`config.mk`:
```
export PLATFORM = sky130hd
export DESIGN_NAME = cmac_mac_mul
export DESIGN_NICKNAME = d
export VERILOG_FILES = /design/src/hw/cmac_mul_cfg_pkg.sv /design/src/hw/cmac_mul_pp_pkg.sv /design/src/hw/cmac_mul_ctrl.sv /design/src/hw/cmac_booth_sel.sv /design/src/hw/cmac_csa_tree.sv /design/src/hw/cmac_pp_reduce.sv /design/src/hw/cmac_mac_mul.sv
export SDC_FILE = /design/constraint.sdc
export NUM_CORES = 1
export LEC_CHECK = 0
export ABC_AREA = 1
export BUFFER_PORTS_ARGS = -buffer_cell sky130_fd_sc_hd__buf_2
export CAP_MARGIN = 20
export CORE_MARGIN = 4
export CORE_UTILIZATION = 45
export DETAILED_ROUTE_END_ITERATION = 6
export GPL_TIMING_DRIVEN = 0
export PLACE_DENSITY = 0.62
export SLEW_MARGIN = 40
export SYNTH_ARGS = -nofsm -noshare
export SYNTH_HDL_FRONTEND = slang
export SYNTH_SLANG_ARGS = --single-unit
```
`constraint.sdc`:
```
create_clock -name nvdla_core_clk -period 9.2 [get_ports nvdla_core_clk]
set_clock_uncertainty 0.1 [all_clocks]
set_input_delay 1.84 -clock nvdla_core_clk [delete_from_list [all_inputs] [get_ports nvdla_core_clk]]
set_output_delay 1.84 -clock nvdla_core_clk [all_outputs]
set_load 0.1 [all_outputs]
```
`src/hw/cmac_mul_cfg_pkg.sv`:
```
package cmac_mul_cfg_pkg;

  // ==============================
  // lane and word geometry
  // ==============================

  // int8 mode splits the slice in two
  localparam int unsigned lane_num = 2;
  localparam int unsigned lane_w   = 16;   // one result half
  localparam int unsigned res_w    = 32;   // full redundant word

  // per-lane valid, bit k gates result half k
  typedef logic [lane_num-1:0] lane_vld_t;

  // ==============================
  // sign-extension bias
  // ==============================

  // each booth pp carries +1 at bit 16 of its own weight
  // weights 4^0..4^7 -> 0x5555 above bit 16
  localparam logic [res_w-1:0] bias_int16 = 32'h5555_0000;

  // int8: four 9-bit pps per lane, +1 at bit 8 each
  localparam logic [res_w-1:0] bias_int8  = 32'h5500_5500;

  // bias the pair shows for a zero product in a given mode
  function automatic logic [res_w-1:0] mode_bias(input logic is_int8);
    return is_int8 ? bias_int8 : bias_int16;
  endfunction

  // one half of the mode bias, lane 0 is the low half
  function automatic logic [lane_w-1:0] lane_bias(
    input logic        is_int8,
    input int unsigned lane
  );
    logic [res_w-1:0] full;
    full = mode_bias(is_int8);
    return full[lane*lane_w +: lane_w];
  endfunction

endpackage

```
`src/hw/cmac_mul_pp_pkg.sv`:
```
package cmac_mul_pp_pkg;

  // ==============================
  // operand side
  // ==============================

  localparam int unsigned op_w      = 16;  // operand width
  localparam int unsigned booth_num = 8;   // radix-4 digits per operand
  localparam int unsigned pp_w      = 17;  // selector output, sign bit inverted
  localparam int unsigned l1_w      = 24;  // level-1 tree width

  // one operand as it enters the slice
  typedef struct packed {
    logic [op_w-1:0]                    dat;
    logic [cmac_mul_cfg_pkg::lane_num-1:0] nz;   // per-lane non-zero
    logic                               pvld;
  } cmac_op_t;

  // ==============================
  // booth recoding
  // ==============================

  // overlapping triplet {b[2i+1], b[2i], b[2i-1]}
  typedef logic [2:0] booth_code_t;

  typedef booth_code_t [booth_num-1:0] booth_code_vec_t;

  // one partial product from a selector
  typedef struct packed {
    logic [pp_w-1:0] data;
    logic            inv;   // +1 for negation, lands on the next pp slot
  } booth_sel_t;

  typedef booth_sel_t [booth_num-1:0] booth_sel_vec_t;

  // ==============================
  // result
  // ==============================

  // a + b = product + mode bias
  typedef struct packed {
    logic [cmac_mul_cfg_pkg::res_w-1:0] a;
    logic [cmac_mul_cfg_pkg::res_w-1:0] b;
  } cmac_res_t;

endpackage

```
`src/hw/cmac_mul_ctrl.sv`:
```
`timescale 1ns/1ns

module cmac_mul_ctrl (
  input  logic                              nvdla_core_clk,
  input  logic                              nvdla_core_rstn,
  input  logic                              cfg_reg_en,
  input  logic                              cfg_is_int8,
  input  cmac_mul_pp_pkg::cmac_op_t         op_a,      // multiplier, gets recoded
  input  cmac_mul_pp_pkg::cmac_op_t         op_b,      // multiplicand
  output logic                              is_int8,
  output cmac_mul_cfg_pkg::lane_vld_t       lane_vld,
  output cmac_mul_pp_pkg::booth_code_vec_t  codes,
  output logic [cmac_mul_pp_pkg::op_w-1:0]  src_lo,
  output logic [cmac_mul_pp_pkg::op_w-1:0]  src_hi
);

  localparam int unsigned half_w   = cmac_mul_pp_pkg::op_w / 2;      // one byte
  localparam int unsigned half_num = cmac_mul_pp_pkg::booth_num / 2; // codes per byte

  logic [half_w:0] code_lo;   // 9 bits, four overlapping triplets
  logic [half_w:0] code_hi;

  // ==============================
  // config register
  // ==============================

  // mode only moves on a strobe edge
  always_ff @(posedge nvdla_core_clk or negedge nvdla_core_rstn) begin
    if (!nvdla_core_rstn) begin
      is_int8 <= 1'b0;   // int16 after reset
    end else if (cfg_reg_en) begin
      is_int8 <= cfg_is_int8;
    end
  end

  // ==============================
  // lane valids
  // ==============================

  always_comb begin
    for (int k = 0; k < cmac_mul_cfg_pkg::lane_num; k++) begin
      // both sides valid and both bytes non-zero
      lane_vld[k] = op_a.pvld & op_b.pvld & op_a.nz[k] & op_b.nz[k];
    end
  end

  // ==============================
  // booth code extraction
  // ==============================

  assign code_lo = {op_a.dat[half_w-1:0], 1'b0};   // implicit b[-1] = 0

  // int8: upper byte is its own number, restart with b[-1] = 0
  // int16: continue from bit 7
  assign code_hi = is_int8 ? {op_a.dat[2*half_w-1:half_w], 1'b0}
                           : op_a.dat[2*half_w-1:half_w-1];

  always_comb begin
    for (int k = 0; k < half_num; k++) begin
      codes[k]          = code_lo[2*k +: 3];
      codes[k+half_num] = code_hi[2*k +: 3];
    end
  end

  // ==============================
  // multiplicand select
  // ==============================

  // int8 lanes see a zero-extended byte, the selector picks the sign at bit 7
  assign src_lo = is_int8 ? {{half_w{1'b0}}, op_b.dat[half_w-1:0]} : op_b.dat;
  assign src_hi = is_int8 ? {{half_w{1'b0}}, op_b.dat[2*half_w-1:half_w]} : op_b.dat;

endmodule

```
`src/hw/cmac_booth_sel.sv`:
```
`timescale 1ns/1ns

module cmac_booth_sel (
  input  cmac_mul_pp_pkg::booth_code_t      code,
  input  logic                              is_int8,
  input  logic [cmac_mul_pp_pkg::op_w-1:0]  src,
  output cmac_mul_pp_pkg::booth_sel_t       sel
);

  localparam int unsigned pp_w   = cmac_mul_pp_pkg::pp_w;
  localparam int unsigned byte_w = cmac_mul_pp_pkg::op_w / 2;

  logic                pick_one;   // +/- 1x
  logic                pick_two;   // +/- 2x
  logic                neg;        // negative digit
  logic [pp_w-1:0]     mag16;      // signed multiple, 17 bits
  logic [byte_w:0]     mag8;       // signed multiple, 9 bits
  logic [pp_w-1:0]     enc16;
  logic [byte_w:0]     enc8;

  // ==============================
  // digit decode
  // ==============================

  // 000 / 111 -> 0, 001 / 010 -> +1, 011 -> +2
  // 100 -> -2, 101 / 110 -> -1
  assign pick_one = code[1] ^ code[0];
  assign pick_two = (code == 3'b011) | (code == 3'b100);
  assign neg      = code[2] & ~(code[1] & code[0]);   // 111 is zero, no negate

  // ==============================
  // multiple select
  // ==============================

  always_comb begin
    mag16 = '0;
    mag8  = '0;
    if (pick_one) begin
      mag16 = {src[pp_w-2], src};                  // sign extend by one
      mag8  = {src[byte_w-1], src[byte_w-1:0]};
    end else if (pick_two) begin
      mag16 = {src, 1'b0};                         // 2x, sign now at top
      mag8  = {src[byte_w-1:0], 1'b0};
    end
  end

  // ==============================
  // negate and sign encode
  // ==============================

  always_comb begin
    // ones complement here, the +1 rides on inv
    enc16 = neg ? ~mag16 : mag16;
    enc8  = neg ? ~mag8 : mag8;
    // flip sign bit -> value + 2^n, no sign extension needed in the tree
    enc16[pp_w-1] = ~enc16[pp_w-1];
    enc8[byte_w]  = ~enc8[byte_w];
  end

  assign sel.data = is_int8 ? {{(pp_w-byte_w-1){1'b0}}, enc8} : enc16;
  assign sel.inv  = neg;

endmodule

```
`src/hw/cmac_csa_tree.sv`:
```
`timescale 1ns/1ns

// wallace-style reduction, num_in words down to a sum/carry pair
module cmac_csa_tree #(
  parameter int unsigned num_in = 5,    // at least 2
  parameter int unsigned width  = 24
) (
  input  logic [num_in-1:0][width-1:0] addends,
  output logic [width-1:0]             sum,
  output logic [width-1:0]             carry
);

  // ==============================
  // layered 3:2 compression
  // ==============================

  always_comb begin : reduce
    logic [width-1:0] cur [num_in];
    logic [width-1:0] nxt [num_in];
    int               cnt;        // live words in cur
    int               grp;        // full triplets this layer
    int               rem;        // leftovers, passed straight down

    for (int i = 0; i < num_in; i++) begin
      cur[i] = addends[i];
    end
    cnt = num_in;

    // num_in layers is more than enough, extra ones do nothing
    for (int lvl = 0; lvl < num_in; lvl++) begin
      if (cnt > 2) begin
        grp = cnt / 3;
        rem = cnt % 3;
        nxt = cur;
        for (int g = 0; g < num_in / 3; g++) begin
          if (g < grp) begin
            // full adder per bit column
            nxt[2*g]   = cur[3*g] ^ cur[3*g+1] ^ cur[3*g+2];
            nxt[2*g+1] = ((cur[3*g] & cur[3*g+1]) |
                          (cur[3*g] & cur[3*g+2]) |
                          (cur[3*g+1] & cur[3*g+2])) << 1;   // top carry drops, mod 2^width
          end
        end
        for (int r = 0; r < 2; r++) begin
          if (r < rem) begin
            nxt[2*grp+r] = cur[3*grp+r];
          end
        end
        cur = nxt;
        cnt = 2*grp + rem;
      end
    end

    sum   = cur[0];
    carry = cur[1];
  end

endmodule

```
`src/hw/cmac_pp_reduce.sv`:
```
`timescale 1ns/1ns

module cmac_pp_reduce #(
  parameter int unsigned l1_width = 24,   // per-lane tree
  parameter int unsigned l2_width = 32    // merge tree, full result word
) (
  input  cmac_mul_pp_pkg::booth_sel_vec_t sel,
  input  logic                            is_int8,
  input  cmac_mul_cfg_pkg::lane_vld_t     lane_vld,
  output cmac_mul_pp_pkg::cmac_res_t      res
);

  localparam int unsigned lane_num = cmac_mul_cfg_pkg::lane_num;
  localparam int unsigned lane_w   = cmac_mul_cfg_pkg::lane_w;
  localparam int unsigned grp_sel  = cmac_mul_pp_pkg::booth_num / lane_num;  // 4
  localparam int unsigned grp_in   = grp_sel + 1;     // plus the trailing inv
  localparam int unsigned grp_sft  = 2 * grp_sel;     // upper group weight, 8

  logic [lane_num-1:0][grp_in-1:0][l1_width-1:0] l1_in;
  logic [lane_num-1:0][l1_width-1:0]             l1_sum;
  logic [lane_num-1:0][l1_width-1:0]             l1_carry;
  logic [2*lane_num-1:0][l2_width-1:0]           l2_in;
  logic [l2_width-1:0]                           l2_sum;
  logic [l2_width-1:0]                           l2_carry;
  logic [l2_width-1:0]                           ori_a;
  logic [l2_width-1:0]                           ori_b;

  // ==============================
  // pp alignment
  // ==============================

  always_comb begin
    l1_in = '0;
    for (int g = 0; g < lane_num; g++) begin
      for (int k = 0; k < grp_sel; k++) begin
        l1_in[g][k] = l1_width'(sel[grp_sel*g+k].data) << (2*k);   // radix-4 weight
        if (k > 0) begin
          // previous digit's +1 sits just below this pp
          l1_in[g][k][2*k-2] = sel[grp_sel*g+k-1].inv;
        end
      end
      // last inv of the group gets its own word
      l1_in[g][grp_sel][2*grp_sel-2] = sel[grp_sel*g+grp_sel-1].inv;
    end
  end

  // ==============================
  // level 1, one tree per byte group
  // ==============================

  for (genvar g = 0; g < lane_num; g++) begin : g_l1
    cmac_csa_tree #(
      .num_in (grp_in),
      .width  (l1_width)
    ) u_tree_l1 (
      .addends (l1_in[g]),
      .sum     (l1_sum[g]),
      .carry   (l1_carry[g])
    );
  end

  // ==============================
  // level 2, int16 merge
  // ==============================

  // quiet in int8, nobody reads it
  always_comb begin
    l2_in = '0;
    if (!is_int8) begin
      l2_in[0] = l2_width'(l1_sum[0]);
      l2_in[1] = l2_width'(l1_carry[0]);
      l2_in[2] = l2_width'(l1_sum[1]) << grp_sft;     // upper digits, 4^4
      l2_in[3] = l2_width'(l1_carry[1]) << grp_sft;
    end
  end

  cmac_csa_tree #(
    .num_in (2*lane_num),
    .width  (l2_width)
  ) u_tree_l2 (
    .addends (l2_in),
    .sum     (l2_sum),
    .carry   (l2_carry)
  );

  // ==============================
  // output select and lane gating
  // ==============================

  assign ori_a = is_int8 ? {l1_sum[1][lane_w-1:0], l1_sum[0][lane_w-1:0]} : l2_sum;
  assign ori_b = is_int8 ? {l1_carry[1][lane_w-1:0], l1_carry[0][lane_w-1:0]} : l2_carry;

  always_comb begin
    for (int k = 0; k < lane_num; k++) begin
      if (lane_vld[k]) begin
        res.a[k*lane_w +: lane_w] = ori_a[k*lane_w +: lane_w];
        res.b[k*lane_w +: lane_w] = ori_b[k*lane_w +: lane_w];
      end else begin
        // idle lane looks like a zero product
        res.a[k*lane_w +: lane_w] = cmac_mul_cfg_pkg::lane_bias(is_int8, k);
        res.b[k*lane_w +: lane_w] = '0;
      end
    end
  end

endmodule

```
`src/hw/cmac_mac_mul.sv`:
```
`timescale 1ns/1ns

module cmac_mac_mul #(
  parameter int unsigned l1_width = cmac_mul_pp_pkg::l1_w,
  parameter int unsigned l2_width = cmac_mul_cfg_pkg::res_w
) (
  input  logic                        nvdla_core_clk,
  input  logic                        nvdla_core_rstn,
  input  logic                        cfg_reg_en,    // mode load strobe
  input  logic                        cfg_is_int8,
  input  cmac_mul_pp_pkg::cmac_op_t   op_a,
  input  cmac_mul_pp_pkg::cmac_op_t   op_b,
  output cmac_mul_pp_pkg::cmac_res_t  res
);

  localparam int unsigned half_num = cmac_mul_pp_pkg::booth_num / 2;

  logic                              is_int8;
  cmac_mul_cfg_pkg::lane_vld_t       lane_vld;
  cmac_mul_pp_pkg::booth_code_vec_t  codes;
  logic [cmac_mul_pp_pkg::op_w-1:0]  src_lo;   // multiplicand, digits 0..3
  logic [cmac_mul_pp_pkg::op_w-1:0]  src_hi;   // multiplicand, digits 4..7
  cmac_mul_pp_pkg::booth_sel_vec_t   sel;

  // ==============================
  // config, valids, recoding
  // ==============================

  cmac_mul_ctrl u_ctrl (
    .nvdla_core_clk  (nvdla_core_clk),
    .nvdla_core_rstn (nvdla_core_rstn),
    .cfg_reg_en      (cfg_reg_en),
    .cfg_is_int8     (cfg_is_int8),
    .op_a            (op_a),
    .op_b            (op_b),
    .is_int8         (is_int8),
    .lane_vld        (lane_vld),
    .codes           (codes),
    .src_lo          (src_lo),
    .src_hi          (src_hi)
  );

  // ==============================
  // booth selectors
  // ==============================

  for (genvar i = 0; i < cmac_mul_pp_pkg::booth_num; i++) begin : g_booth
    cmac_booth_sel u_booth_sel (
      .code    (codes[i]),
      .is_int8 (is_int8),
      .src     ((i < half_num) ? src_lo : src_hi),
      .sel     (sel[i])
    );
  end

  // trees and output gating
  cmac_pp_reduce #(
    .l1_width (l1_width),
    .l2_width (l2_width)
  ) u_pp_reduce (
    .sel      (sel),
    .is_int8  (is_int8),
    .lane_vld (lane_vld),
    .res      (res)
  );

endmodule

```
==> flow_metrics.env, run 1 <==
export IMPL_grt_pass1_vias=8840
export IMPL_cpPeakStageDelay_ns=0.57
export IMPL_wirelength_um=33500
export IMPL_start_util=0.459
export IMPL_rows=50
export IMPL_ff2ff_path_depth=4
export IMPL_path_class="primary input to primary output"
export IMPL_yosysMostFrequentCell="nand2_1"
export IMPL_viasPerCell=5.50
export IMPL_crit_required_ns=7.26
export IMPL_yosysWarningCount=0
export IMPL_relSlewSlack=0.553
export IMPL_ir_drop_mv=0.0644
export IMPL_critPathSlowestCell="fa_1"
export IMPL_grt_setup_unrepaired="false"
export IMPL_synthAdderAreaFrac=0.325
export IMPL_reg_largest_list="u_ctrl.is_int8 (1)"
export IMPL_drtAntennaViolNets=0
export IMPL_antenna_cells=0
export IMPL_post_route_drc_count=0
export IMPL_period_share=0.970
export IMPL_crit_chain="buf_2 > inv_1 > nor2_1 > inv_1 > ha_1 > inv_2 > buf_4 > nand3_2 > buf_6 > nand3_1 > nand2_1 > fa_1 > inv_1 > fa_1 > fa_1 > inv_1 > nor2_1 > fa_1 > inv_1 > fa_1 > a211oi_2 > buf_2"
export IMPL_area_delta_synth_final_pct=9.99
export IMPL_first_iter_violations=915
export IMPL_nets=1725
export IMPL_routabilityCongestion=0.991
export IMPL_avgRoutedWirePerCell_um=19.2
export IMPL_yosysTopAreaCell="fa_1"
export IMPL_synth_edf_count=0
export IMPL_die_w_um=146
export IMPL_fp_dieArea_mm2=0.0213
export IMPL_top_register="u_ctrl.is_int8"
export IMPL_holdCritPathClass="register to register"
export IMPL_fp_dieH_um=146
export IMPL_critical_path_max_fanout=10
export IMPL_drv_slew=0
export IMPL_worst_slew_pin_slew_ns=0.670
export IMPL_async_reset_ff_frac=1.00
export IMPL_yosys_area_share_simple=0.337
export IMPL_dp_cells=1744
export IMPL_synth_cell_types=34
export IMPL_core_mm2=0.0187
export IMPL_clkTransAtPathRegs_ns=0
export IMPL_drive_above_1_share=0.157
export IMPL_max_clock_freq_mhz=112
export IMPL_utilization=0.505
export IMPL_dr_total_vias=9595
export IMPL_grt_use_met3=0.0655
export IMPL_p_per_area_mw_per_mm2=174
export IMPL_hold_slack_ns=1.02
export IMPL_synth_xor_area_share=0.0316
export IMPL_grt_busiest_layer="met1"
export IMPL_leakagePower_nw=5.08
export IMPL_antenna_found_initial=0
export IMPL_path_depth=22
export IMPL_hpwl_um=27700
export IMPL_grt_pass1_wl_um=51900
export IMPL_path_buf_inv=10
export IMPL_grtUsageMet2=0.442
export IMPL_synth_top_area_frac=0.203
export IMPL_placement_io_buffers=101
export IMPL_ioPinCount=106
export IMPL_insertion_delay_ns=0
export IMPL_hold_viol_final=0
export IMPL_fin_area_mm2=0.00944
export IMPL_finalNonFillerCells=1744
export IMPL_r2r_slack_ns=7.80
export IMPL_synthCells=1406
export IMPL_synth_area_top_cells="fa_1 (20%), nand2_1 (19%), ha_1 (12%)"
export IMPL_crit_family="adder cells"
export IMPL_synth_compound_area_share=0.156
export IMPL_syn_area_mm2=0.00858
export IMPL_synthMuxAreaShare=0
export IMPL_startpoint_type="primary input"
export IMPL_hold_buffers=0
export IMPL_setup_tns_ns=0
export IMPL_synthTopCellsByCount="nand2_1 (425), inv_1 (179), nand3_1 (141), o21ai_0 (107), nor2_1 (98)"
export IMPL_use_met1=0.473
export IMPL_period_needed_ns=8.92
export IMPL_synth_area_per_cell_um2=6.10
export IMPL_outcome="complete, no violations"
export IMPL_grt_max_degree=11
export IMPL_synth_top_family_by_area="simple AND/OR/NAND/NOR gates"
export IMPL_end_kind="primary output"
export IMPL_largest_reg_flops=1
export IMPL_reg2reg_from="u_ctrl.is_int8"
export IMPL_drv_cap=0
export IMPL_worstReg2RegEnd="u_ctrl.is_int8"
export IMPL_grt_overflow=0
export IMPL_synth_seq_area_share=0.00292
export IMPL_crit_path_start="op_a[10]"
export IMPL_yosys_register_bits=1
export IMPL_first_pass_iters=6
export IMPL_placed_area_mm2=0.00944
export IMPL_finalSetupViolCount=0
export IMPL_track_usage=0.307
export IMPL_arrival_ns=6.98
export IMPL_synth_flop_cell="dfrtp_1"
export IMPL_worstSetupEndpoint="res[47]"
-- timing repair --
action / 4_1_cts / 5_1_grt
buffers inserted: 0 / 0
endpoints found under the setup margin: 0 / 1
resized for setup: 0 / 1
-- layout by cell type (no fill, tap or decap), types with 16 or more instances in the layout --
| cell type | count |
|---|---|
| a21oi_1 | 48 |
| buf_2 | 155 |
| fa_1 | 87 |
| ha_1 | 84 |
| inv_1 | 179 |
| nand2_1 | 425 |
| nand3_1 | 141 |
| nor2_1 | 98 |
| o211ai_1 | 30 |
| o21ai_0 | 104 |
| o21ai_2 | 16 |
| xor2_1 | 28 |
-- cell type report --
class	count	area (um^2)
well taps	234	293
fillers	1975	9270
plain buffers	89	524
repair buffers	101	508
flip-flops and latches	1	25.0
multi-input cells	1123	7350
inverters	196	736
-- cells by family (layout without fill, tap and decap cells) --
logic type,count (synthesis),count (layout)
AND/OR/NAND/NOR,688,688
buffers and inverters,285,386
AO/OA/AOI/OAI,229,229
adder cells (fa/ha/maj),171,171
XOR/XNOR,31,31
other,1,4
flip-flops,1,1
-- per-layer routing --
metal	wire length (um)	share of wire	up-vias
li1	-	-	4672
met1	15500	0.46	4301
met2	13200	0.40	564
met3	3990	0.12	58
met4	813	0.024	0
met5	0	0	-
-- power by group --
| part | leakage, nW | internal, W | total (W) | switching [W] |
|---|---|---|---|---|
| Combinational | 5.07 | 0.000551 | 0.00164 | 0.00109 |
| Sequential | 0.0121 | 0.00000488 | 0.00000539 | 0.000000509 |
| Clock | 0 | 0 | 0 | 0 |
-- worst min-delay path by stage --
stage / startpoint / end / slack [ns] / cells after the start
2_1_floorplan: u_ctrl.is_int8 / u_ctrl.is_int8 / 0.80 / 4
3_3_place_gp: u_ctrl.is_int8 / u_ctrl.is_int8 / 1.0 / 4
3_5_place_dp: u_ctrl.is_int8 / u_ctrl.is_int8 / 1.01 / 4
4_1_cts: u_ctrl.is_int8 / u_ctrl.is_int8 / 1.01 / 4
5_1_grt: u_ctrl.is_int8 / u_ctrl.is_int8 / 1.08 / 4
6_report: u_ctrl.is_int8 / u_ctrl.is_int8 / 1.02 / 4
-- stage by stage --
step	total power (W)	worst slack, ns
2_1_floorplan	0.00113	0.106
3_3_place_gp	0.00161	0.317
4_1_cts	0.00163	0.247
6_report	0.00165	0.278
3_5_place_dp	0.00162	0.260
5_1_grt	0.00186	0.0224
-- worst min-delay path: stages (launching register included) --
cell and delay [ns]:
dfrtp_1 0.39, inv_2 0.07, buf_6 0.16, buf_2 0.25, o21ai_0 0.19
(Power assumes the default switching activity.)
==> run 2, diff against run 1 <==
--- a/config.mk
+++ b/config.mk
@@ -6,13 +6,13 @@
 export NUM_CORES = 1
 export LEC_CHECK = 0
 export ABC_AREA = 1
-export BUFFER_PORTS_ARGS = -buffer_cell sky130_fd_sc_hd__buf_2
 export CAP_MARGIN = 20
 export CORE_MARGIN = 4
 export CORE_UTILIZATION = 45
 export DETAILED_ROUTE_END_ITERATION = 6
+export DONT_BUFFER_PORTS = 1
 export GPL_TIMING_DRIVEN = 0
-export PLACE_DENSITY = 0.62
+export PLACE_DENSITY = 0.58
 export SLEW_MARGIN = 40
 export SYNTH_ARGS = -nofsm -noshare
 export SYNTH_HDL_FRONTEND = slang
==> flow_metrics.env, run 2 (synthesized netlist as in run 1, its figures left out) <==
export IMPL_outcome="complete, no violations"
export IMPL_drtAntennaViolNets=0
export IMPL_grt_setup_unrepaired="false"
export IMPL_worstReg2RegEnd="u_ctrl.is_int8"
export IMPL_holdCritPathClass="register to register"
export IMPL_path_class="primary input to primary output"
export IMPL_critical_path_max_fanout=10
export IMPL_placement_io_buffers=0
export IMPL_top_register="u_ctrl.is_int8"
export IMPL_grt_max_degree=11
export IMPL_r2r_slack_ns=7.82
export IMPL_drive_above_1_share=0.142
export IMPL_rows=50
export IMPL_ioPinCount=106
export IMPL_dr_total_vias=9314
export IMPL_antenna_cells=0
export IMPL_arrival_ns=6.85
export IMPL_post_cts_buffers=0
export IMPL_largest_reg_flops=1
export IMPL_track_usage=0.316
export IMPL_ff2ff_path_depth=4
export IMPL_post_route_drc_count=0
export IMPL_setup_tns_ns=0
export IMPL_first_pass_iters=6
export IMPL_pre_cts_ws_ns=0.429
export IMPL_clkTransAtPathRegs_ns=0
export IMPL_grt_overflow=0
export IMPL_crit_required_ns=7.26
export IMPL_fp_dieH_um=146
export IMPL_wirelength_um=34500
export IMPL_fp_dieArea_mm2=0.0213
export IMPL_dp_cells=1656
export IMPL_fillers=1946
export IMPL_core_mm2=0.0187
export IMPL_grt_pass1_wl_um=52900
export IMPL_antenna_found_initial=0
export IMPL_hold_buffers=0
export IMPL_grt_pass1_vias=8642
export IMPL_period_share=0.955
export IMPL_fin_total_pwr_w=0.00177
export IMPL_start_util=0.459
export IMPL_finalSetupViolCount=0
export IMPL_seq_area_um2=25.0
export IMPL_p_per_area_mw_per_mm2=185
export IMPL_cts_resized=0
export IMPL_final_common_cell="nand2_1"
export IMPL_insertion_delay_ns=0
export IMPL_finalNonFillerCells=1656
export IMPL_end_kind="primary output"
export IMPL_worstSetupEndpoint="res[46]"
export IMPL_drv_cap=0
export IMPL_leakagePower_nw=4.75
export IMPL_hold_viol_final=0
export IMPL_hpwl_um=28500
export IMPL_worst_slew_pin_slew_ns=0.733
export IMPL_max_clock_freq_mhz=114
export IMPL_routabilityCongestion=1.01
export IMPL_reg2reg_from="u_ctrl.is_int8"
export IMPL_avgRoutedWirePerCell_um=20.9
export IMPL_first_iter_violations=1101
export IMPL_drv_slew=0
export IMPL_relSlewSlack=0.510
export IMPL_nets=1637
export IMPL_area_delta_synth_final_pct=12.1
export IMPL_startpoint_type="primary input"
export IMPL_viasPerCell=5.62
export IMPL_reg_largest_list="u_ctrl.is_int8 (1)"
export IMPL_multiInputGateArea_mm2=0.00784
export IMPL_period_needed_ns=8.79
export IMPL_crit_path_start="op_a[10]"
export IMPL_final_cell_mix="nand2_1 (417), inv_1 (179), nand3_1 (141)"
export IMPL_ir_drop_mv=0.0715
export IMPL_die_w_um=146
export IMPL_setup_slack_ns=0.411
## run 2: cell types whose count changed in the layout (fill, tap and decap cells not counted), sizes merged
cell	before	now
buf	175	88
clkbuf	15	14
## run 2: report_power, final
group,total (W),switching (W),leakage (nW),internal (W)
Combinational,0.00177,0.00119,4.74,0.000578
Clock,0,0,0,0
Sequential,0.00000539,0.000000509,0.0121,0.00000488
Total,0.00177,0.00119,4.75,0.000583
## run 2: per-layer routing
layer	vias to the layer above	track usage	part of all wire
met2	503	0.442	0.40
met3	49	0.0850	0.12
met1	4269	0.491	0.46
li1	4493	-	-
met4	0	0.0527	0.020
met5	-	0	0
## run 2: worst min-delay path by stage
stage / start / to / slack [ns] / depth (start not counted)
global placement: u_ctrl.is_int8 / u_ctrl.is_int8 / 0.98 / 4
floorplan: u_ctrl.is_int8 / u_ctrl.is_int8 / 0.80 / 4
CTS: u_ctrl.is_int8 / u_ctrl.is_int8 / 0.99 / 4
global route: u_ctrl.is_int8 / u_ctrl.is_int8 / 1.07 / 4
detailed placement: u_ctrl.is_int8 / u_ctrl.is_int8 / 0.99 / 4
finish: u_ctrl.is_int8 / u_ctrl.is_int8 / 1.0 / 4
## run 2: worst max-delay path: stages
cell	delay, ns
inv_1	0.05
nor2_1	0.14
inv_1	0.06
ha_1	0.38
inv_2	0.09
buf_4	0.16
nand3_2	0.25
buf_6	0.24
nand3_1	0.08
nand2_1	0.13
fa_1	0.50
inv_1	0.07
fa_1	0.48
fa_1	0.59
inv_1	0.06
nor2_1	0.14
fa_1	0.43
fa_1	0.49
a21oi_1	0.09
a21oi_4	0.59
## run 2: final cells by class
class | count | share of cell area
inverters | 196 | 0.0765
repair buffers | 13 | 0.0203
flip-flops and latches | 1 | 0.00260
plain buffers | 89 | 0.0548
well taps | 234 | 0.0304
multi-input cells | 1123 | 0.815
## run 2: per-stage QoR
step	instance area, um^2	util	hold WS (ns)
CTS	9620	0.514	0.994
global route	9620	0.514	1.07
detailed placement	9620	0.514	0.990
floorplan	8640	-	0.798
global placement	8930	0.477	0.979
finish	9620	0.514	0.995
